## src/design/mem_pkg.sv

```systemverilog
`default_nettype none

package mem_pkg;

	// Byte address and data word widths.
	localparam int addr_width = 64;
	localparam int data_width = 64;

	// Memory operations seen by the access unit.
	typedef enum logic [2:0] {
		IS_NONE       = 3'd0,
		IS_LDQ_INST   = 3'd1, // Plain load.
		IS_LDL_INST   = 3'd2, // Load-locked.
		IS_STQ_INST   = 3'd3, // Plain store.
		IS_STQ_C_INST = 3'd4  // Store-conditional.
	} mem_inst_type_t;

	// True for operations that read the data memory.
	function automatic logic is_load(input mem_inst_type_t op);
		return (op == IS_LDQ_INST) || (op == IS_LDL_INST);
	endfunction

endpackage

`default_nettype wire

```

## src/design/llsc_table.sv

```systemverilog
`default_nettype none

module llsc_table import mem_pkg::*; #(
	parameter int llsc_size = 4
) (
	input  logic                  clock,
	input  logic                  reset,
	input  mem_inst_type_t        mem_inst_type,
	input  logic [addr_width-1:0] mem_addr,
	output logic                  store_success,
	output logic                  full
);

	logic [addr_width-1:0] address_tag [llsc_size];
	logic [llsc_size-1:0]  valid;
	logic [llsc_size-1:0]  good;

	logic [addr_width-1:0] next_address_tag [llsc_size];
	logic [llsc_size-1:0]  next_valid;
	logic [llsc_size-1:0]  next_good;

	logic [llsc_size-1:0]  match;     // Valid entry holding mem_addr.
	logic [llsc_size-1:0]  first_hit; // Lowest matching entry only.
	logic [llsc_size-1:0]  first_free;
	logic                  any_hit;

	// Entry flags.
	always_ff @(posedge clock) begin
		if (reset) begin
			valid <= '0;
			good  <= '0;
		end else begin
			valid <= next_valid;
			good  <= next_good;
		end
	end

	always_ff @(posedge clock) begin
		for (int i = 0; i < llsc_size; i++) begin
			address_tag[i] <= next_address_tag[i];
		end
	end

	// Address compare and priority picks.
	always_comb begin
		logic seen_hit;
		logic seen_free;
		seen_hit   = 1'b0;
		seen_free  = 1'b0;
		first_hit  = '0;
		first_free = '0;
		for (int i = 0; i < llsc_size; i++) begin
			match[i] = valid[i] && (address_tag[i] == mem_addr);
			if (match[i] && !seen_hit) begin
				first_hit[i] = 1'b1;
				seen_hit     = 1'b1;
			end
			if (!valid[i] && !seen_free) begin
				first_free[i] = 1'b1;
				seen_free     = 1'b1;
			end
		end
		any_hit = seen_hit;
	end

	always_comb begin
		store_success = 1'b0;
		next_valid    = valid;
		next_good     = good;
		for (int i = 0; i < llsc_size; i++) begin
			next_address_tag[i] = address_tag[i];
		end

		case (mem_inst_type)
			IS_LDL_INST: begin
				if (any_hit) begin
					// Re-lock of a held address loses the reservation.
					next_good = good & ~first_hit;
				end else begin
					// Claim the first free slot if there is one.
					for (int i = 0; i < llsc_size; i++) begin
						if (first_free[i]) begin
							next_address_tag[i] = mem_addr;
							next_valid[i]       = 1'b1;
							next_good[i]        = 1'b1;
						end
					end
				end
			end
			IS_STQ_C_INST: begin
				// Entry is released whatever the outcome.
				next_valid    = valid & ~first_hit;
				store_success = |(first_hit & good);
			end
			IS_STQ_INST: begin
				next_good = good & ~first_hit;
			end
			default: ;
		endcase
	end

	assign full = &valid;

endmodule

`default_nettype wire

```

## config.mk

```make
export PLATFORM = sky130hd
export DESIGN_NAME = llsc_table
export DESIGN_NICKNAME = d
export VERILOG_FILES = /design/src/design/mem_pkg.sv /design/src/design/llsc_table.sv
export SDC_FILE = /design/constraint.sdc
export NUM_CORES = 1
export LEC_CHECK = 0
export ABC_CLOCK_PERIOD_IN_PS = 10500
export BUFFER_PORTS_ARGS = -buffer_cell sky130_fd_sc_hd__buf_2
export CAP_MARGIN = 10
export CORE_MARGIN = 1
export CORE_UTILIZATION = 43
export DETAILED_ROUTE_END_ITERATION = 8
export PLACE_DENSITY = 0.56
export SETUP_SLACK_MARGIN = 0.02
export SYNTH_ARGS = -nofsm -noshare
export SYNTH_HDL_FRONTEND = slang
export SYNTH_SLANG_ARGS = --single-unit
```

## constraint.sdc

```tcl
create_clock -name clock -period 10.5 [get_ports clock]
set_input_delay 2.1 -clock clock [delete_from_list [all_inputs] [get_ports clock]]
set_output_delay 2.1 -clock clock [all_outputs]
set_load 0.1 [all_outputs]
```

Yosys cells after proc, flatten, opt, wreduce, memory -nomap -nowiden:

Memory sizes are Yosys's and may differ from the RTL's.
Index checks and enable logic that the tools add are counted.

* equality and inequality tests: 15
* mux-type cells: 28
* bitwise logic cells: 4
* reduce and logical (&&, ||, !) cells: 30

Operators by type and width (count)
* $mux W256: 2
* $eq A64 B64 Y1: 4
* $mux W64: 4
* $mux W1: 18
* $pmux W4 S2: 2
* $and A4 B4 Y4: 3
* $ne A3 B3 Y1 const B: 4
* $logic_and A1 B1 Y1: 10
* $reduce_and A2 Y1: 5
* $reduce_and A3 Y1: 3
* $logic_not A1 Y1: 8
* $mux W4: 2
* $ne A2 B2 Y1 const B: 4
* $eq A3 B2 Y1 const B: 2
* $not A4 Y4: 1
* $reduce_and A4 Y1: 1
* $reduce_bool A2 Y1: 2
* $reduce_or A4 Y1: 1
* $eq A3 B3 Y1 const B: 1

* register bits after elaboration: 8
* RAM bits: 256
* input port bits: 69
* output and inout bits: 2
* word-level logic and storage cells: 86
* memories kept: 1

Memories
* address_tag: words 4, width 64, rd ports 4, clocked after memory_dff 0, write ports 4, RTL line llsc_table.sv:14 `logic [addr_width-1:0] address_tag [llsc_size];`

Logic depth before layout (Yosys ltp):

* depth in word-level cells: 16
* depth in mapped cells: 9
* gate-level depth less buffers: 8

Least setup slack after synthesis:

No wires, ideal clock.

* kind: in2out
* from: input mem_addr[1]
* to: output store_success
* arrival time: 5.328 ns
* required time: 8.400 ns
* slack: 3.072 ns
* cell stages on the path: 9
* buffers on the path: 1
* path through: clkbuf_1 xnor2_1 nand4_1 nor4_1 nand2_1 or4_1 nor2_1 o21bai_1 a31oi_1

* word-level cells in the longest chain between the ends: 15
* elaborated cells on any way between the ends: 23
* classes of those cells: 4 x eq/ne; 7 x mux; 1 x bitwise; 11 x reduce/logical

Ends and longest elaborated chain
* start, declared: RTL line llsc_table.sv:9 `input logic [addr_width-1:0] mem_addr,`
* $eq A64 B64 Y1: RTL line llsc_table.sv:53 `match[i] = valid[i] && (address_tag[i] == mem_addr);`
* $logic_and A1 B1 Y1: RTL line llsc_table.sv:53
* $mux W1: RTL line llsc_table.sv:54 `if (match[i] && !seen_hit) begin`
* $logic_not A1 Y1: RTL line llsc_table.sv:54
* $logic_and A1 B1 Y1: RTL line llsc_table.sv:54
* $mux W1: RTL line llsc_table.sv:54
* $logic_not A1 Y1: RTL line llsc_table.sv:54
* $logic_and A1 B1 Y1: RTL line llsc_table.sv:54
* $mux W1: RTL line llsc_table.sv:54
* $logic_not A1 Y1: RTL line llsc_table.sv:54
* $logic_and A1 B1 Y1: RTL line llsc_table.sv:54
* $mux W1: RTL line llsc_table.sv:54
* $and A4 B4 Y4 *: RTL line llsc_table.sv:93 `store_success = |(first_hit & good);`
* $reduce_or A4 Y1 *: RTL line llsc_table.sv:93
* $mux W1 *: RTL line llsc_table.sv:74 `case (mem_inst_type)`
* end, declared: RTL line llsc_table.sv:10 `output logic store_success,`

Mark *: on every way between the ends. The rest lies on a longest branch, timed or not.

Worst setup path in the final report:

* from: input mem_addr[21]
* to: output store_success

Same word-level chain as after synthesis.

==> key figures <==
Placed design
  • Cells after DPL: 1160
  • Hpwl dp: between 20000 and 30000 microns
  • Port bufs: 70
  • Place WS: 2640 ps
  • GP Congestion: slightly below 0.9

Detailed routing
  • Vias: a little under 7000
  • Vias per inst: roughly 5.6
  • Iteration-0 DRC Markers: 641
  • DRC Markers: 10
  • Post-DRT Antenna Nets: 0
  • Avg WL per Cell: 28.4 microns
  • DR pass1 iterations: 7
  • Post-Route WL: 34400 microns

Logic synthesis
  • Netlist Area Pre-Place: 0.0115 sq mm
  • Sequential fraction of the synthesis area: 0.682
  • Syn Nets: 823
  • Post-synth top area share: 0.668
  • Top cell type by total area after synthesis: edfxtp_1
  • Mapped Cells: 754
  • Synth warn: 0
  • Synth Flop Type: edfxtp_1
  • Syn_area_per_cell: 15.3 sq um
  • Synth area leaders: edfxtp_1 (67%), xor2_1 (13%), xnor2_1 (6.6%)
  • Number of synthesized flops with an enable pin: 256
  • Yosys reg bits: 264
  • Fraction of registers with async set/reset: 0
  • Netlist cell types: 43

Power and ir drop
  • Reg power frac: 0.511
  • Gate power share: 0.068
  • Switching portion of total power: 0.230
  • Leak: 4.29 nW
  • Tot Pwr: 2.29 mW
  • Worst vdd ir: 0.131 mV
  • Pwr per Cell Area: 173 mW/mm^2
  • Psw: 0.526 mW
  • P_int: ~1.8 mW
  • Clock share of power: 0.422

Clocking
  • Cts bufs inserted: 29
  • Root Driver: clkbuf_16
  • Clock Sinks: about 260
  • TritonCTS clock tree: done
  • Clock latency on the worst-skew pair: 540 ps
  • Clock-pin slew of the registers on the worst-case setup and hold paths: 60 ps
  • Hold_buf cts: 0
  • Count of cells resized by post-cts repair: 0
  • Post-CTS setup buffers: 0
  • Clock Tree Buf Depth: 3
  • CTS H-tree lvls: 1

Outcome
  • Status: complete, but fails checks
  • Failing checks: DRC

Timing
  • Measured slew at the worst slew-check pin: 1200 ps
  • Period utilisation layout: 0.735
  • Final setup TNS: 0 ps
  • Final Skew: around 9.8 ps
  • Final slew viol count: 0
  • Crit path time final: about 7700 ps
  • Slew HR: 0.191
  • Setup Viol. Count Final: 0
  • Hold_ws: about 500 ps
  • Final setup margin: 2780 ps
  • Final-report hold violation count: 0
  • Achievable Freq: 130 MHz
  • RSZ-0062 raised after global routing: no

Floorplan
  • Die height: ~170 microns
  • IO Count: 71
  • Die X: 166 microns
  • Row cnt: 59
  • Starting density of the core: 0.440
  • Core Footprint: between 0.02 and 0.03 sq mm
  • Die area: 0.0274 sq mm

Critical path
  • Crit start category: input port
  • Slowest-stage cell, CP: nor4_1
  • Critical path peak fanout: 8
  • Worst r2r src: address_tag[0][59]$_DFFE_PP_
  • CP endpoint kind: output pin
  • CP max stage delay: between 800 and 900 ps
  • WP data arrival: 5620 ps
  • Worst reg2reg setup slack: 6030 ps
  • Req. time, crit path: 8400 ps
  • WS Path Type: input port to output pin
  • FF-to-FF path depth: 9
  • Delay-heaviest family, CP: simple AND/OR/NAND/NOR gates
  • Buf+Inv Stages, Crit Path: 2
  • Reg-to-reg endpoint: address_tag[3][35]$_DFFE_PP_
  • Critical-path cell list: buf_2, xor2_1, nor4_1, nand4_1, nor4_1, and2_1, nand2_1, a31oi_1, buf_2

Final layout
  • Antenna diodes: 0
  • Nets: 925
  • Layout cell share with drive strength beyond 1: 0.146
  • Most frequent cells in the layout: edfxtp_1 (256), xor2_1 (169), xnor2_1 (87)
  • Commonest non-fill, non-tap cell in the layout: edfxtp_1
  • Fill cell count: 2264
  • Final cell count without fillers: 1213
  • Area growth syn-to-layout: 14.8%

Global route
  • Met1 GRT Util: 0.379
  • First-pass GRT wire length: a little under 50000 microns
  • Initial antenna violation count: 0
  • GR Util met2: 0.398
  • Largest net degree at the start of global routing: 65
  • Number of global-route vias before repair: between 6000 and 7000
  • Total Routing Usage GR: 0.255
  • GR Overflow Total: 0
  • GRT busiest layer: met2
  • M3 GR Usage: 0.0287

Min path
  • WHS Path Cells: 2
  • Endpoint, Worst Hold: good[1]$_SDFFE_PP0P_
  • Hold path startpoint: good[1]$_SDFFE_PP0P_
  • HP Class: flip-flop to flip-flop

Run
  • Max_cap viols: 0
[worst max-delay path by stage]
stage                       startpoint             to  slack, ps  cells past startpoint
after CTS                 mem_addr[21]  store_success       2640                      9
after global placement    mem_addr[21]  store_success       2670                      9
after global routing      mem_addr[21]  store_success       2530                      9
after floorplan            mem_addr[1]  store_success       3070                      9
final                     mem_addr[21]  store_success       2780                      9
after detailed placement  mem_addr[59]  store_success       2640                      9
[synthesized netlist by cell type (all sizes together) (8+ instances only)]
cell type	instances
xor2	169
nor4b	9
nand4	42
nor4	58
nand2	17
dfxtp	8
edfxtp	256
nor3	10
nand3	11
xnor2	87
inv	8
nor2	18
[power by group through the flow]
stage               registers (mW)  logic [mW]  clock network (mW)
floorplan                     1.19      0.0644                   0
global placement              1.19       0.154                   0
detailed placement            1.19       0.155                   0
CTS                           1.17       0.156               0.984
global route                  1.17       0.166                1.02
finish                        1.17       0.155               0.966
[worst reg2reg max path, cell delays in order (launching register included)]
cell and delay (ps):
edfxtp_1 390, xor2_1 180, nor4_1 900, nand4_1 330, nor4_1 850, and2_1 360
nor2b_1 160, nand4_1 180, inv_2 330, buf_4 460
[final cells by class]
cell class / count / area (sq um) / share of cell area
Inverter: 8 / 30.0 / 0.00227
Multi-Input combinational cell: 479 / 3630 / 0.275
Clock inverter: 16 / 124 / 0.00937
Sequential cell: 264 / 7850 / 0.594
Timing Repair Buffer: 74 / 380 / 0.0288
Clock buffer: 37 / 786 / 0.0595
Tap cell: 335 / 419 / 0.0317
[metal layers]
metal / wire, microns / vias to the layer above / share of wire
met1: 16000 / 3459 / 0.47
met4: 799 / 0 / 0.023
met2: 15800 / 256 / 0.46
li1: - / 3060 / -
met3: 1820 / 40 / 0.053
met5: 0 / - / 0
[kinds of logic (layout without fill, tap and decap cells)]
family | Yosys count | in the layout | share of synthesized area
AO/OA/AOI/OAI | 21 | 21 | 0.0121
buffers and inverters | 11 | 135 | 0.00359
AND/OR/NAND/NOR | 202 | 202 | 0.108
XOR/XNOR | 256 | 256 | 0.195
flip-flops | 264 | 264 | 0.682
[registers in the layout, indices dropped and copies added, names as in the netlist, named ones only]
signal       count
address_tag    256
valid            4
good             3
[stage by stage]
stage | area [sq um] | util
5_1_grt | 13200 | 0.506
3_5_place_dp | 12300 | 0.471
3_3_place_gp | 12300 | 0.471
6_report | 13200 | 0.506
2_1_floorplan | 11500 | -
4_1_cts | 13200 | 0.506
No activity file was read; power rests on OpenSTA's default activity.
