[src/design/mem_pkg.sv]
`default_nettype none

package mem_pkg;

	// Byte address and data word widths.
	localparam int addr_width = 64;
	localparam int data_width = 64;

	// Memory operations seen by the access unit.
	typedef enum logic [2:0] {
		IS_NONE       = 3'd0,
		IS_LDQ_INST   = 3'd1, // Plain load.
		IS_LDL_INST   = 3'd2, // Load-locked.
		IS_STQ_INST   = 3'd3, // Plain store.
		IS_STQ_C_INST = 3'd4  // Store-conditional.
	} mem_inst_type_t;

	// True for operations that read the data memory.
	function automatic logic is_load(input mem_inst_type_t op);
		return (op == IS_LDQ_INST) || (op == IS_LDL_INST);
	endfunction

endpackage

`default_nettype wire

[src/design/mem_access_ctrl.sv]
`default_nettype none

module mem_access_ctrl import mem_pkg::*; #(
	parameter int mem_words = 64
) (
	input  logic                         clock,
	input  logic                         reset,

	input  logic                         req_valid,
	input  mem_inst_type_t               req_op,
	input  logic [addr_width-1:0]        req_addr,
	input  logic [data_width-1:0]        req_data,
	output logic                         req_ready,

	output logic                         resp_valid,
	input  logic                         resp_ready,
	output logic [data_width-1:0]        resp_data,

	output mem_inst_type_t               llsc_op,
	output logic [addr_width-1:0]        llsc_addr,
	input  logic                         store_success,

	output logic                         mem_read,
	output logic                         mem_write,
	output logic [$clog2(mem_words)-1:0] mem_index,
	output logic [data_width-1:0]        mem_wdata,
	input  logic [data_width-1:0]        mem_rdata
);

	localparam int index_w = $clog2(mem_words);

	logic accept;
	logic sc_op;
	logic resp_is_load; // Response comes from the memory read port.
	logic resp_sc_ok;

	// Free slot, or the held response leaves this cycle.
	assign req_ready = !resp_valid || resp_ready;
	assign accept    = req_valid && req_ready;
	assign sc_op     = (req_op == IS_STQ_C_INST);

	// Table only sees accepted requests.
	assign llsc_op   = accept ? req_op : IS_NONE;
	assign llsc_addr = req_addr;

	assign mem_read  = accept && is_load(req_op);
	assign mem_write = accept && ((req_op == IS_STQ_INST) || (sc_op && store_success));
	assign mem_index = req_addr[3 +: index_w]; // Word select from byte address.
	assign mem_wdata = req_data;

	always_ff @(posedge clock) begin
		if (reset) begin
			resp_valid   <= 1'b0;
			resp_is_load <= 1'b0;
		end else if (accept) begin
			resp_valid   <= 1'b1;
			resp_is_load <= is_load(req_op);
		end else if (resp_ready) begin
			resp_valid   <= 1'b0;
		end
	end

	always_ff @(posedge clock) begin
		if (accept) begin
			resp_sc_ok <= sc_op && store_success;
		end
	end

	// Plain stores report zero.
	assign resp_data = resp_is_load ? mem_rdata : {{(data_width-1){1'b0}}, resp_sc_ok};

endmodule

`default_nettype wire

[config.mk]
export PLATFORM = sky130hd
export DESIGN_NAME = mem_access_ctrl
export DESIGN_NICKNAME = d
export VERILOG_FILES = /design/src/design/mem_pkg.sv /design/src/design/mem_access_ctrl.sv
export SDC_FILE = /design/constraint.sdc
export NUM_CORES = 1
export LEC_CHECK = 0
export ABC_AREA = 1
export BUFFER_PORTS_ARGS = -buffer_cell sky130_fd_sc_hd__buf_2
export CORE_AREA = 2 2 159 161
export CTS_CLUSTER_SIZE = 12
export DETAILED_ROUTE_END_ITERATION = 6
export DIE_AREA = 0 0 161 163
export SYNTH_ARGS = -nofsm -noshare
export SYNTH_HDL_FRONTEND = slang
export SYNTH_SLANG_ARGS = --single-unit
[constraint.sdc]
create_clock -name clock -period 0.8 [get_ports clock]
set_input_delay 0.16 -clock clock [delete_from_list [all_inputs] [get_ports clock]]
set_output_delay 0.16 -clock clock [all_outputs]
set_load 0.05 [all_outputs]
# Word level (Yosys, flattened, before mapping)
# Cells that the tools add are included.
# totals
out_inout_bits	205
elab_cells	20
regBits	3
# classes
n_mux	4
eq_ne	4
reduce_logical	9
# ops
op	n
$mux 64	1
$eq 3x2->1 const B	2
$logic_and 1x1->1	4
$eq 3x1->1 const B	1
$eq 3x3->1 const B	1
$logic_or 1x1->1	3
$mux 3	1
$mux 1	2
$reduce_bool 2->1	1
$logic_not 1->1	1

# Logic depth before layout (Yosys ltp)
# Gate-level depths: netlist of run 1.
# depth
depth_word	4
ltp_mapped	6
ltp_nobuf	6

# Worst setup path after synthesis of run 1
# No wires, ideal clock.
# synth_timing
path_kind	register -> output
startpoint	register resp_valid
endpoint	output port mem_write
path_stages_with_launch	4
arrival_ns	1.621
slack_ns	-0.981
path_cell_list	dfxtp_1 > nand2_4 > nand2_4 > a21oi_1
# synth_between
elab_chain_cells	4
# synth_rtl
item	line_no	text
start, declared	mem_access_ctrl.sv:15	output logic resp_valid,
start signal, assigned	mem_access_ctrl.sv:53	resp_valid <= 1'b0;
start signal, assigned	mem_access_ctrl.sv:56	resp_valid <= 1'b1;
start signal, assigned	mem_access_ctrl.sv:59	resp_valid <= 1'b0;
$logic_not 1->1	mem_access_ctrl.sv:38	assign req_ready = !resp_valid || resp_ready;
$logic_or 1x1->1	mem_access_ctrl.sv:38	
via req_ready	mem_access_ctrl.sv:13	output logic req_ready,
$logic_and 1x1->1	mem_access_ctrl.sv:39	assign accept = req_valid && req_ready;
$logic_and 1x1->1	mem_access_ctrl.sv:47	assign mem_write = accept && ((req_op == IS_STQ_INST) || (sc_op && store_success));
end, declared	mem_access_ctrl.sv:24	output logic mem_write,
# The timed path passes the listed nets, and every way through them passes these cells.

# Final worst setup path of run 1
# layout_timing
startpoint	register resp_is_load
endpoint	output port resp_data[0]
# layout_between
elab_chain_cells	1
# layout_rtl
item	line_no	text
start, declared	mem_access_ctrl.sv:34	logic resp_is_load;
start signal, assigned	mem_access_ctrl.sv:57	resp_is_load <= is_load(req_op);
$mux 64	mem_access_ctrl.sv:70	assign resp_data = resp_is_load ? mem_rdata : {{(data_width-1){1'b0}}, resp_sc_ok};
end, declared	mem_access_ctrl.sv:17	output logic [data_width-1:0] resp_data,
# Every way passes these cells.

==> results.txt, run 1 <==
----------------------------------------------------
[STA]
  Hold Violations, Final ... 0
  Max-Slew Margin vs Limit ... 87.1%
  Slew Viols, Final ... 0
  Number of setup violations in the final report ... 73
  Part of the cycle the worst path needs ... 173%
  Worst Clk Skew ... 3.00 ps
  Worst-case setup margin in the final layout ... -582 ps
  Worst hold slack after final layout ... 117 ps
  Transition at the pin with the smallest max-transition slack ... 193 ps
  Final period demand of the worst path ... 1380 ps
  Setup repair after global routing missed its margin ... true
  Achievable clock frequency ... 724 MHz

[Yosys]
  Unique cell type count in the Yosys netlist ... 12
  Post-synthesis share of cell area spent on and, or, nand and nor gates ... 17.3%
  Mapped Cells ... 294
  Mux cell area share after synthesis ... 0.640%
  Compound-Gate Fraction of Synth Area ... 0.853%
  Combinational family with the most area after synthesis ... buffers and inverters
  Part of the Yosys area used for sequential elements ... 3.98%
  Flip-flop and latch count after synthesis ... 3
  Avg Inst Size Synth ... 5.99 sq um
  Synthesized-area fraction occupied by xor and xnor cells ... 0%
  Mapped cell area ... 1760 sq um
  Synth warnings ... 0
  Net count after synthesis ... 494
  Adder and majority gate portion of the synthesized area ... 0%

[Clock tree]
  CTS root buffer ... clkbuf_16
  Source-to-sink clock delay at the later pin of the worst-skew pair ... 220 ps
  Depth of the CTS H-tree ... 1
  Clk slew on worst S/H paths ... 30 ps
  Number of buffers added by the clock tree synthesis step ... 3
  CTS tree ... built
  CTS Buffer Depth ... 2
  Number of clock sinks ... 3
  Post-CTS Hold Fix Bufs ... 0

[Pwr]
  Peak ir drop on the vdd network ... 0.388 mV
  Ratio of total power to cell area ... 682 nW/um^2
  Leakage ... 1.67 nW

[Cells and area]
  Nets ... 523
  Final antenna diode count ... 0
  Growth of design area from synthesis to finish ... 106%
  Commonest cells after routing, fill and taps aside ... 71 x buf_2, 64 x nand2_4, 64 x clkinvlp_4
  Most frequent standard cell in the layout excluding fill and tap cells ... buf_2
  FF/Latch Area ... 77.6 sq um
  FILL cells ... 2741
  Fraction of final layout cells with drive strength greater than 1 ... 95.7%
  Area taken by multi-input logic gates ... 875 sq um

[Detailed routing]
  Number of iterations in the first detailed-routing pass ... 4
  Final WL ... 10300 um
  DRC violation total after the first TritonRoute iteration ... 51
  Vias per inst ... 2.64
  Via count of the routed design ... 1721
  Detailed-route DRC error count ... 0
  Final routed wire length divided by cell count ... 15.7 um
  Number of nets still failing antenna checks after routing ... 0

[Setup path]
  CP most frequent cell ... buf_6
  Critical path type ... flip-flop to output pin
  Arrival time worst endpoint ... 1220 ps
  CP max stage delay ... 440 ps
  Critical-path cell list ... buf_6 -> mux2_4 -> buf_6
  Top fanout value on the critical path ... 8
  Slowest library cell on the worst path ... dfxtp_4
  Data required time at the worst endpoint ... 640 ps
  Critical Path End Type ... output pin
  Critical Path Start Type ... flip-flop

[Place]
  Port buffer count ... 142
  Pre-CTS setup slack ... -416 ps
  Half-perimeter wire length after placement ... 8420 um
  Routability-driven placement congestion ratio ... 0.672

[Global routing]
  Total global routing track utilization ... 6.94%
  Antenna violations before repair ... 0
  Number of global-route vias before repair ... 1744
  Wire length of the first global-routing pass ... 13100 um
  Leftover overflow at the end of global routing ... 0
  Maximum number of pins on one net before global-route repair ... 17

[Min path]
  Hold Crit Class ... input port to flip-flop

[Floorplan]
  Vertical extent of the die ... 163 um
  Cell Rows ... 58
  Horizontal extent of the die ... 161 um
  Core area ... 24700 sq um
  Die Footprint ... 26200 sq um
  Initial cell density of the core ... 7.13%
  Number of top-level pins ... 405

[Run status]
  Run status ... finished, violations left
  Violated checks ... negative setup slack

[Job]
  Number of maximum-capacitance constraint violations ... 0

----------------------------------------------------
-- kinds of logic (layout without fill, tap and decap cells) --
group | count (synthesis) | count (layout)
DFF | 3 | 3
and+or+nand+nor | 76 | 76
buffers and inverters | 211 | 239
AOI/OAI and AO/OA | 3 | 3
muxes | 1 | 1
-- per-stage QoR --
step / power [mW] / cell area, sq um / setup TNS (ps) / util, % / instances
after floorplan: 2.75 / 2620 / -20910 / - / 294
after global placement: 1.38 / 2770 / -25830 / 11.2 / 641
after detailed placement: 1.39 / 2770 / -26460 / 11.2 / 641
after CTS: 2.46 / 3540 / -37830 / 14.4 / 649
after global routing: 2.58 / 3630 / -41190 / 14.7 / 652
final: 2.48 / 3630 / -37910 / 14.7 / 652
-- flip-flops by register name, indices dropped and copies added (netlist names) --
register,cells
resp_is_load,1
resp_sc_ok,1
resp_valid,1
-- worst max-delay path: cells and delay by family (launching register included) --
kind                   cells  cell delay [ps]
flip-flops                 1              440
buffers and inverters      2              270
multiplexers               1              290
-- final cells by class --
class / instances / area share [%]
sequential: 3 / 2.13
inverter: 70 / 14.0
tap: 330 / 11.4
multi-input combinational: 80 / 24.1
timing repair buffer: 165 / 46.3
clock buffer: 4 / 2.17
-- Yosys cell counts --
cell	instances	area [sq um]
nor2_1	4	15.0
dfxtp_1	2	40.0
a21oi_1	3	15.0
inv_1	69	259
edfxtp_1	1	30.0
mux2_2	1	11.3
buf_4	135	1010
nand3_1	4	20.0
nand2_1	66	248
nand2_4	2	22.5
clkbuf_8	6	82.6
inv_2	1	3.75
-- repair_timing --
action                                  in CTS  in global routing
cloned                                       2                  1
resized for setup                          186                 13
pin swaps                                    6                  2
endpoints found under the setup margin      74                 74
setup buffers                                3                  3
-- report_power, final --
group	leakage, nW	switching, mW	internal [mW]
sequential	0.0280	0.0176	0.166
clock	0.0382	0.141	0.658
combinational	1.60	0.864	0.633
total	1.67	1.02	1.46
-- final timing paths --
| path | start | endpoint | slack [ps] | cells past startpoint |
|---|---|---|---|---|
| worst max register to register | resp_is_load$_SDFFE_PP0P_ | resp_is_load$_SDFFE_PP0P_ | -200 | 3 |
| worst min register to register | resp_valid$_SDFFE_PP0P_ | resp_valid$_SDFFE_PP0P_ | 610 | 3 |
| worst min-delay path | reset | resp_valid$_SDFFE_PP0P_ | 120 | 2 |
| worst max-delay path | resp_is_load$_SDFFE_PP0P_ | resp_data[0] | -580 | 3 |
-- routing by layer --
metal	GRT usage (%)	up-vias	part of all wire (%)	routed length [um]
met5	0	-	0	0
met4	3.69	0	5.1	526
met3	8.02	47	27	2730
met2	12.1	238	49	5070
met1	4.06	696	19	1940
li1	-	740	-	-
No activity file was read; power rests on OpenSTA's default activity.
==> run 2, diff against run 1 <==
--- a/config.mk
+++ b/config.mk
@@ -8,6 +8,7 @@
 export ABC_AREA = 1
 export BUFFER_PORTS_ARGS = -buffer_cell sky130_fd_sc_hd__buf_2
 export CORE_AREA = 2 2 159 161
+export CTS_BUF_LIST = sky130_fd_sc_hd__clkbuf_4 sky130_fd_sc_hd__clkbuf_8
 export CTS_CLUSTER_SIZE = 12
 export DETAILED_ROUTE_END_ITERATION = 6
 export DIE_AREA = 0 0 161 163
==> results.txt, run 2 (same netlist as run 1, synthesis figures left out) <==
----------------------------------------------------
[Detailed routing]
  Final routed wire length divided by cell count ... 15.7 um (-0.14%)
  DRC violation total after the first TritonRoute iteration ... 54 (+5.9%)
  Vias per inst ... 2.64 (-0.12%)
  Number of iterations in the first detailed-routing pass ... 4 (unchanged)
  Number of nets still failing antenna checks after routing ... 0 (unchanged)
  Via count of the routed design ... 1719 (-0.12%)
  Final WL ... 10200 um (-0.14%)
  Detailed-route DRC error count ... 0 (unchanged)

[Setup path]
  CP max stage delay ... 440 ps (about the same)
  Data required time at the worst endpoint ... 640 ps (about the same)
  Number of cells on the worst reg-to-reg path ... 3 (unchanged)
  Slowest library cell on the worst path ... dfxtp_4
  Reg-to-reg endpoint ... resp_is_load$_SDFFE_PP0P_
  Buffering stage count on the worst path with inverters included ... 2 (unchanged)
  Reg-to-reg setup timing slack ... -200 ps (about the same)
  Top fanout value on the critical path ... 8 (unchanged)
  Critical-path cell list ... buf_6 -> mux2_4 -> buf_6
  Arrival time worst endpoint ... 1210 ps (about the same)
  Critical Path End Type ... output pin
  Critical path type ... flip-flop to output pin
  Critical Path Start Type ... flip-flop
  R2R Path Start ... resp_is_load$_SDFFE_PP0P_
  CP most frequent cell ... buf_6
  Family with the most delay on the worst path ... flip-flops

[Clock tree]
  Number of buffers added by the clock tree synthesis step ... 3 (unchanged)
  Clk slew on worst S/H paths ... 30 ps (about the same)
  CTS tree ... built
  Number of clock sinks ... 3 (unchanged)
  CTS root buffer ... clkbuf_8
  Depth of the CTS H-tree ... 1 (unchanged)
  Source-to-sink clock delay at the later pin of the worst-skew pair ... 220 ps (about the same)
  CTS Buffer Depth ... 2 (unchanged)

[Place]
  Pre-CTS setup slack ... -416 ps (unchanged)
  Routability-driven placement congestion ratio ... 0.672 (unchanged)
  Port buffer count ... 142 (unchanged)
  Post-Place Cell Area ... 2770 sq um (unchanged)
  Half-perimeter wire length after placement ... 8420 um (unchanged)

[Pwr]
  Proportion of power drawn by combinational gates ... 69.5% (+9.1 points)
  Peak ir drop on the vdd network ... 0.313 mV (-19%)
  Total internal power ... 1.17 mW (-20%)
  Proportion of total power due to net switching ... 45.6% (+4.4 points)
  Net switching power figure ... 0.982 mW (-3.9%)
  Fraction of power consumed by the clock network ... 22.0% (-10 points)
  Ratio of total power to cell area ... 598 nW/um^2 (-12%)
  Leakage ... 1.66 nW (-0.72%)
  Portion of total power attributed to sequential cells ... 8.5% (+1.1 points)

[STA]
  Slew Viols, Final ... 0 (unchanged)
  Post-Route Setup TNS ... -37230 ps (+685 ps)
  Worst Clk Skew ... 4.49 ps (+1.50 ps)
  Transition at the pin with the smallest max-transition slack ... 193 ps (-0.00989 ps)
  Part of the cycle the worst path needs ... 172% (-1.2 points)
  Achievable clock frequency ... 729 MHz (+0.72%)
  Worst-case setup margin in the final layout ... -572 ps (+9.88 ps)
  Hold Violations, Final ... 0 (unchanged)
  Max-Slew Margin vs Limit ... 87.1% (about the same)
  Number of setup violations in the final report ... 73 (unchanged)
  Final period demand of the worst path ... 1370 ps (-9.88 ps)
  Setup repair after global routing missed its margin ... true

[Min path]
  Worst Hold Launch ... reset
  Hold Crit Class ... input port to flip-flop
  Cell count of the worst hold path ... 2 (unchanged)
  Terminating pin of the worst hold path ... resp_valid$_SDFFE_PP0P_

[Floorplan]
  Vertical extent of the die ... 163 um (unchanged)
  Core area ... 24700 sq um (unchanged)
  Cell Rows ... 58 (unchanged)
  Number of top-level pins ... 405 (unchanged)
  Horizontal extent of the die ... 161 um (unchanged)
  Die Footprint ... 26200 sq um (unchanged)
  Initial cell density of the core ... 7.13% (unchanged)

[Job]
  Number of maximum-capacitance constraint violations ... 0 (unchanged)

[Cells and area]
  Fraction of final layout cells with drive strength greater than 1 ... 96.0% (+0.31 points)
  Final antenna diode count ... 0 (unchanged)
  Final design area excluding fillers ... 3600 sq um (-0.83%)
  Nets ... 523 (unchanged)
  FILL cells ... 2748 (+0.26%)
  Commonest cells after routing, fill and taps aside ... 71 x buf_2, 64 x nand2_4, 64 x clkinvlp_4
  Growth of design area from synthesis to finish ... 105%
  Most frequent standard cell in the layout excluding fill and tap cells ... buf_2
  Largest registers ... resp_is_load x1, resp_sc_ok x1, resp_valid x1

[Global routing]
  Maximum number of pins on one net before global-route repair ... 17 (unchanged)
  Antenna violations before repair ... 0 (unchanged)
  Number of global-route vias before repair ... 1741 (-0.17%)
  Total global routing track utilization ... 6.93% (-0.011 points)
  Leftover overflow at the end of global routing ... 0 (unchanged)
  Wire length of the first global-routing pass ... 13100 um (-0.21%)

[Run status]
  Run status ... finished, violations left
  Violated checks ... negative setup slack

----------------------------------------------------
==> run 2: final cells by class <==
class	count	area (sq um)	share of cell area (%)
multi-input cells	80	875	24.3
inverters	70	508	14.1
clock buffers	4	48.8	1.35
well taps	330	413	11.5
repair buffers	165	1680	46.7
flip-flops and latches	3	77.6	2.15
==> run 2: through the flow <==
stage	util, %	hold slack [ps]	instances	power, mW
floorplan	-	219	294	2.75
global placement	11.2	320	641	1.38
detailed placement	11.2	320	641	1.39
CTS	14.2	118	649	2.14
global route	14.6	125	652	2.26
finish	14.6	123	652	2.15
==> run 2: worst max path at each step <==
stage	cells past startpoint	from	to	slack [ps]
final	3	resp_is_load$_SDFFE_PP0P_	resp_data[0]	-570
after global routing	5	resp_is_load$_SDFFE_PP0P_	resp_data[6]	-610
after detailed placement	4	resp_is_load$_SDFFE_PP0P_	resp_data[9]	-420
after CTS	3	resp_is_load$_SDFFE_PP0P_	resp_data[0]	-600
after floorplan	5	resp_valid$_SDFFE_PP0P_	mem_read	-420
after global placement	4	resp_is_load$_SDFFE_PP0P_	resp_data[11]	-400
==> run 2: power by group through the flow <==
| stage | Combinational [mW] | Clock (mW) | Sequential (mW) |
|---|---|---|---|
| final | 1.50 | 0.475 | 0.183 |
| after global routing | 1.57 | 0.503 | 0.186 |
| after detailed placement | 1.20 | 0 | 0.183 |
| after global placement | 1.19 | 0 | 0.183 |
| after floorplan | 2.56 | 0 | 0.191 |
| after CTS | 1.47 | 0.495 | 0.184 |
==> run 2: worst register-to-register path: stages (launching register included) <==
cell     delay (ps)
dfxtp_4         440
buf_12          230
nand2_1         110
a21oi_2         140
==> run 2: timing repair <==
item,in CTS,in global routing
cloned,2,1
endpoints found under the hold margin,0,0
setup endpoints to repair,74,74
hold buffers,0,0
pin swaps,6,2
setup buffers,3,3
resized for setup,186,13
==> run 2: routing by layer <==
metal	track usage, %	vias up	share of wire [%]
met2	12.1	236	49
met1	4.03	698	19
met3	8.02	45	26
met4	3.69	0	5.1
met5	0	-	0
li1	-	740	-
==> run 3, diff against run 2 <==
--- a/config.mk
+++ b/config.mk
@@ -6,12 +6,12 @@
 export NUM_CORES = 1
 export LEC_CHECK = 0
 export ABC_AREA = 1
-export BUFFER_PORTS_ARGS = -buffer_cell sky130_fd_sc_hd__buf_2
+export BUFFER_PORTS_ARGS = -buffer_cell sky130_fd_sc_hd__clkbuf_2
 export CORE_AREA = 2 2 159 161
 export CTS_BUF_LIST = sky130_fd_sc_hd__clkbuf_4 sky130_fd_sc_hd__clkbuf_8
-export CTS_CLUSTER_SIZE = 12
 export DETAILED_ROUTE_END_ITERATION = 6
 export DIE_AREA = 0 0 161 163
+export GPL_TIMING_DRIVEN = 0
 export SYNTH_ARGS = -nofsm -noshare
 export SYNTH_HDL_FRONTEND = slang
 export SYNTH_SLANG_ARGS = --single-unit
==> results.txt, run 3 (same netlist as run 1, synthesis figures left out) <==
----------------------------------------------------
[Job]
  Number of maximum-capacitance constraint violations ... 0 (unchanged)

[Global routing]
  Met3 track utilization from global routing ... 2.52% (-5.5 points)
  Antenna violations before repair ... 0 (unchanged)
  Wire length of the first global-routing pass ... 16000 um (+22%)
  Leftover overflow at the end of global routing ... 0 (unchanged)
  GR Util met1 ... 8.21% (+4.2 points)
  Number of global-route vias before repair ... 2676 (+54%)
  Routing usage on met2 ... 16.4% (+4.4 points)
  Most congested layer reported by global routing ... met2
  Total global routing track utilization ... 8.01% (+1.1 points)
  Maximum number of pins on one net before global-route repair ... 9 (-8)

[Setup path]
  Reg-to-reg setup timing slack ... -270 ps (-70 ps)
  Buffering stage count on the worst path with inverters included ... 4 (+2)
  Critical Path Start Type ... flip-flop
  Data required time at the worst endpoint ... 640 ps (about the same)
  R2R Path Start ... resp_valid$_SDFFE_PP0P_
  Critical-path cell list ... buf_12 -> clkbuf_16 -> nand2_4 -> clkinvlp_4 -> buf_8
  Number of cells on the worst reg-to-reg path ... 7 (+4)
  CP max stage delay ... 360 ps (-80 ps)
  Top fanout value on the critical path ... 8 (unchanged)
  Critical path type ... flip-flop to output pin
  Critical Path End Type ... output pin
  Reg-to-reg endpoint ... resp_is_load$_SDFFE_PP0P_
  Family with the most delay on the worst path ... buffers and inverters
  Arrival time worst endpoint ... 1250 ps (+40 ps)
  Slowest library cell on the worst path ... dfxtp_4

[Floorplan]
  Number of top-level pins ... 405 (unchanged)
  Cell Rows ... 58 (unchanged)
  Core area ... 24700 sq um (unchanged)
  Initial cell density of the core ... 7.13% (unchanged)
  Die Footprint ... 26200 sq um (unchanged)
  Vertical extent of the die ... 163 um (unchanged)
  Horizontal extent of the die ... 161 um (unchanged)

[Cells and area]
  Commonest cells after routing, fill and taps aside ... 205 x clkbuf_2, 137 x buf_4, 64 x clkinvlp_4
  Largest registers ... resp_is_load x1, resp_sc_ok x1, resp_valid x1
  Most frequent standard cell in the layout excluding fill and tap cells ... clkbuf_2
  Util after Layout ... 22.4% (+7.8 points)
  Nets ... 792 (+51%)
  Fraction of final layout cells with drive strength greater than 1 ... 97.8% (+1.8 points)
  Growth of design area from synthesis to finish ... 214%
  FILL cells ... 2675 (-2.7%)
  Final design area excluding fillers ... 5530 sq um (+53%)
  Final antenna diode count ... 0 (unchanged)

[STA]
  Worst-case setup margin in the final layout ... -608 ps (-36.0 ps)
  Transition at the pin with the smallest max-transition slack ... 326 ps (+133 ps)
  Achievable clock frequency ... 710 MHz (-2.6%)
  Slew Viols, Final ... 0 (unchanged)
  Number of setup violations in the final report ... 74 (+1.4%)
  Max-Slew Margin vs Limit ... 78.4% (-8.8 points)
  Worst Clk Skew ... 0.390 ps (-4.10 ps)
  Hold Violations, Final ... 0 (unchanged)
  Part of the cycle the worst path needs ... 176% (+4.5 points)
  Setup repair after global routing missed its margin ... true
  Final period demand of the worst path ... 1410 ps (+36.0 ps)
  Post-Route Setup TNS ... -39580 ps (-2360 ps)

[Detailed routing]
  Detailed-route DRC error count ... 0 (unchanged)
  Number of nets still failing antenna checks after routing ... 0 (unchanged)
  Vias per inst ... 2.89 (+9.7%)
  Final WL ... 11900 um (+16%)
  Number of iterations in the first detailed-routing pass ... 4 (unchanged)
  DRC violation total after the first TritonRoute iteration ... 52 (-3.7%)
  Via count of the routed design ... 2663 (+55%)
  Final routed wire length divided by cell count ... 12.9 um (-18%)

[Clock tree]
  Depth of the CTS H-tree ... 1 (unchanged)
  CTS Buffer Depth ... 2 (unchanged)
  CTS tree ... built
  Clk slew on worst S/H paths ... 30 ps (about the same)
  Number of buffers added by the clock tree synthesis step ... 3 (unchanged)
  CTS root buffer ... clkbuf_8
  Source-to-sink clock delay at the later pin of the worst-skew pair ... 210 ps (about the same)
  Number of clock sinks ... 3 (unchanged)

[Min path]
  Worst Hold Launch ... reset
  Terminating pin of the worst hold path ... resp_is_load$_SDFFE_PP0P_
  Hold Crit Class ... input port to flip-flop
  Cell count of the worst hold path ... 2 (unchanged)

[Pwr]
  Proportion of total power due to net switching ... 57.5% (+12 points)
  Ratio of total power to cell area ... 792 nW/um^2 (+32%)
  Fraction of power consumed by the clock network ... 10.8% (-11 points)
  Net switching power figure ... 2.52 mW (+160%)
  Leakage ... 2.96 nW (+78%)
  Portion of total power attributed to sequential cells ... 4.1% (-4.4 points)
  Total internal power ... 1.86 mW (+59%)
  Proportion of power drawn by combinational gates ... 85.1% (+16 points)
  Peak ir drop on the vdd network ... 0.396 mV (+27%)
  Power, Total ... 4.38 mW (+100%)

[Place]
  Half-perimeter wire length after placement ... 9580 um (+14%)
  Pre-CTS setup slack ... -528 ps (-112 ps)
  Port buffer count ... 276 (+94%)
  Routability-driven placement congestion ratio ... 0.747 (+11%)
  Post-Place Cell Area ... 4420 sq um (+59%)

[Run status]
  Violated checks ... negative setup slack
  Run status ... finished, violations left

----------------------------------------------------
[run 3: metal layers]
layer | routed length (um) | share of wire (%)
met1 | 3860 | 32
met2 | 6740 | 57
met3 | 1270 | 11
met4 | 31 | 0.26
met5 | 0 | 0
[run 3: power groups by stage]
| stage | logic [mW] | clock network [mW] | registers, mW |
|---|---|---|---|
| after floorplan | 2.56 | 0 | 0.191 |
| after global placement | 3.32 | 0 | 0.179 |
| after detailed placement | 3.33 | 0 | 0.180 |
| after CTS | 3.65 | 0.489 | 0.179 |
| after global routing | 3.87 | 0.500 | 0.179 |
| final | 3.73 | 0.473 | 0.178 |
[run 3: layout make-up]
class,instances,area (sq um),share of cell area (%)
timing repair buffer,293,2420,43.8
inverter,70,505,9.14
multi-input combinational,80,883,16.0
tap,330,413,7.47
buffer,141,1180,21.3
clock buffer,4,48.8,0.883
sequential,3,77.6,1.40
[run 3: what timing repair did]
item | CTS | global route
pin swaps | 4 | 2
setup buffers | 5 | 6
cloned | 7 | 0
endpoints found under the hold margin | 0 | 0
endpoints found under the setup margin | 73 | 74
hold buffers | 0 | 0
resized for setup | 161 | 49
[run 3: worst register-to-register path: stages, from the launching register on]
cell	delay, ps
dfxtp_4	350
nand2_8	70
nand2_8	90
buf_6	130
buf_6	100
buf_6	100
nand2_1	70
a21oi_2	50
[run 3: worst max path at each step]
| stage | startpoint | end | slack [ps] | depth (start not counted) |
|---|---|---|---|---|
| final | resp_is_load$_SDFFE_PP0P_ | resp_data[23] | -610 | 5 |
| after global routing | resp_is_load$_SDFFE_PP0P_ | resp_data[29] | -650 | 5 |
| after CTS | resp_is_load$_SDFFE_PP0P_ | resp_data[29] | -630 | 5 |
| after detailed placement | resp_is_load$_SDFFE_PP0P_ | resp_data[48] | -530 | 5 |
| after global placement | resp_is_load$_SDFFE_PP0P_ | resp_data[48] | -530 | 5 |
| after floorplan | resp_valid$_SDFFE_PP0P_ | mem_read | -420 | 5 |
[run 3: metrics by stage]
stage | instances | hold WS (ps)
2_1_floorplan | 294 | 219
3_3_place_gp | 900 | 331
3_5_place_dp | 900 | 337
4_1_cts | 916 | 114
5_1_grt | 921 | 130
6_report | 921 | 128
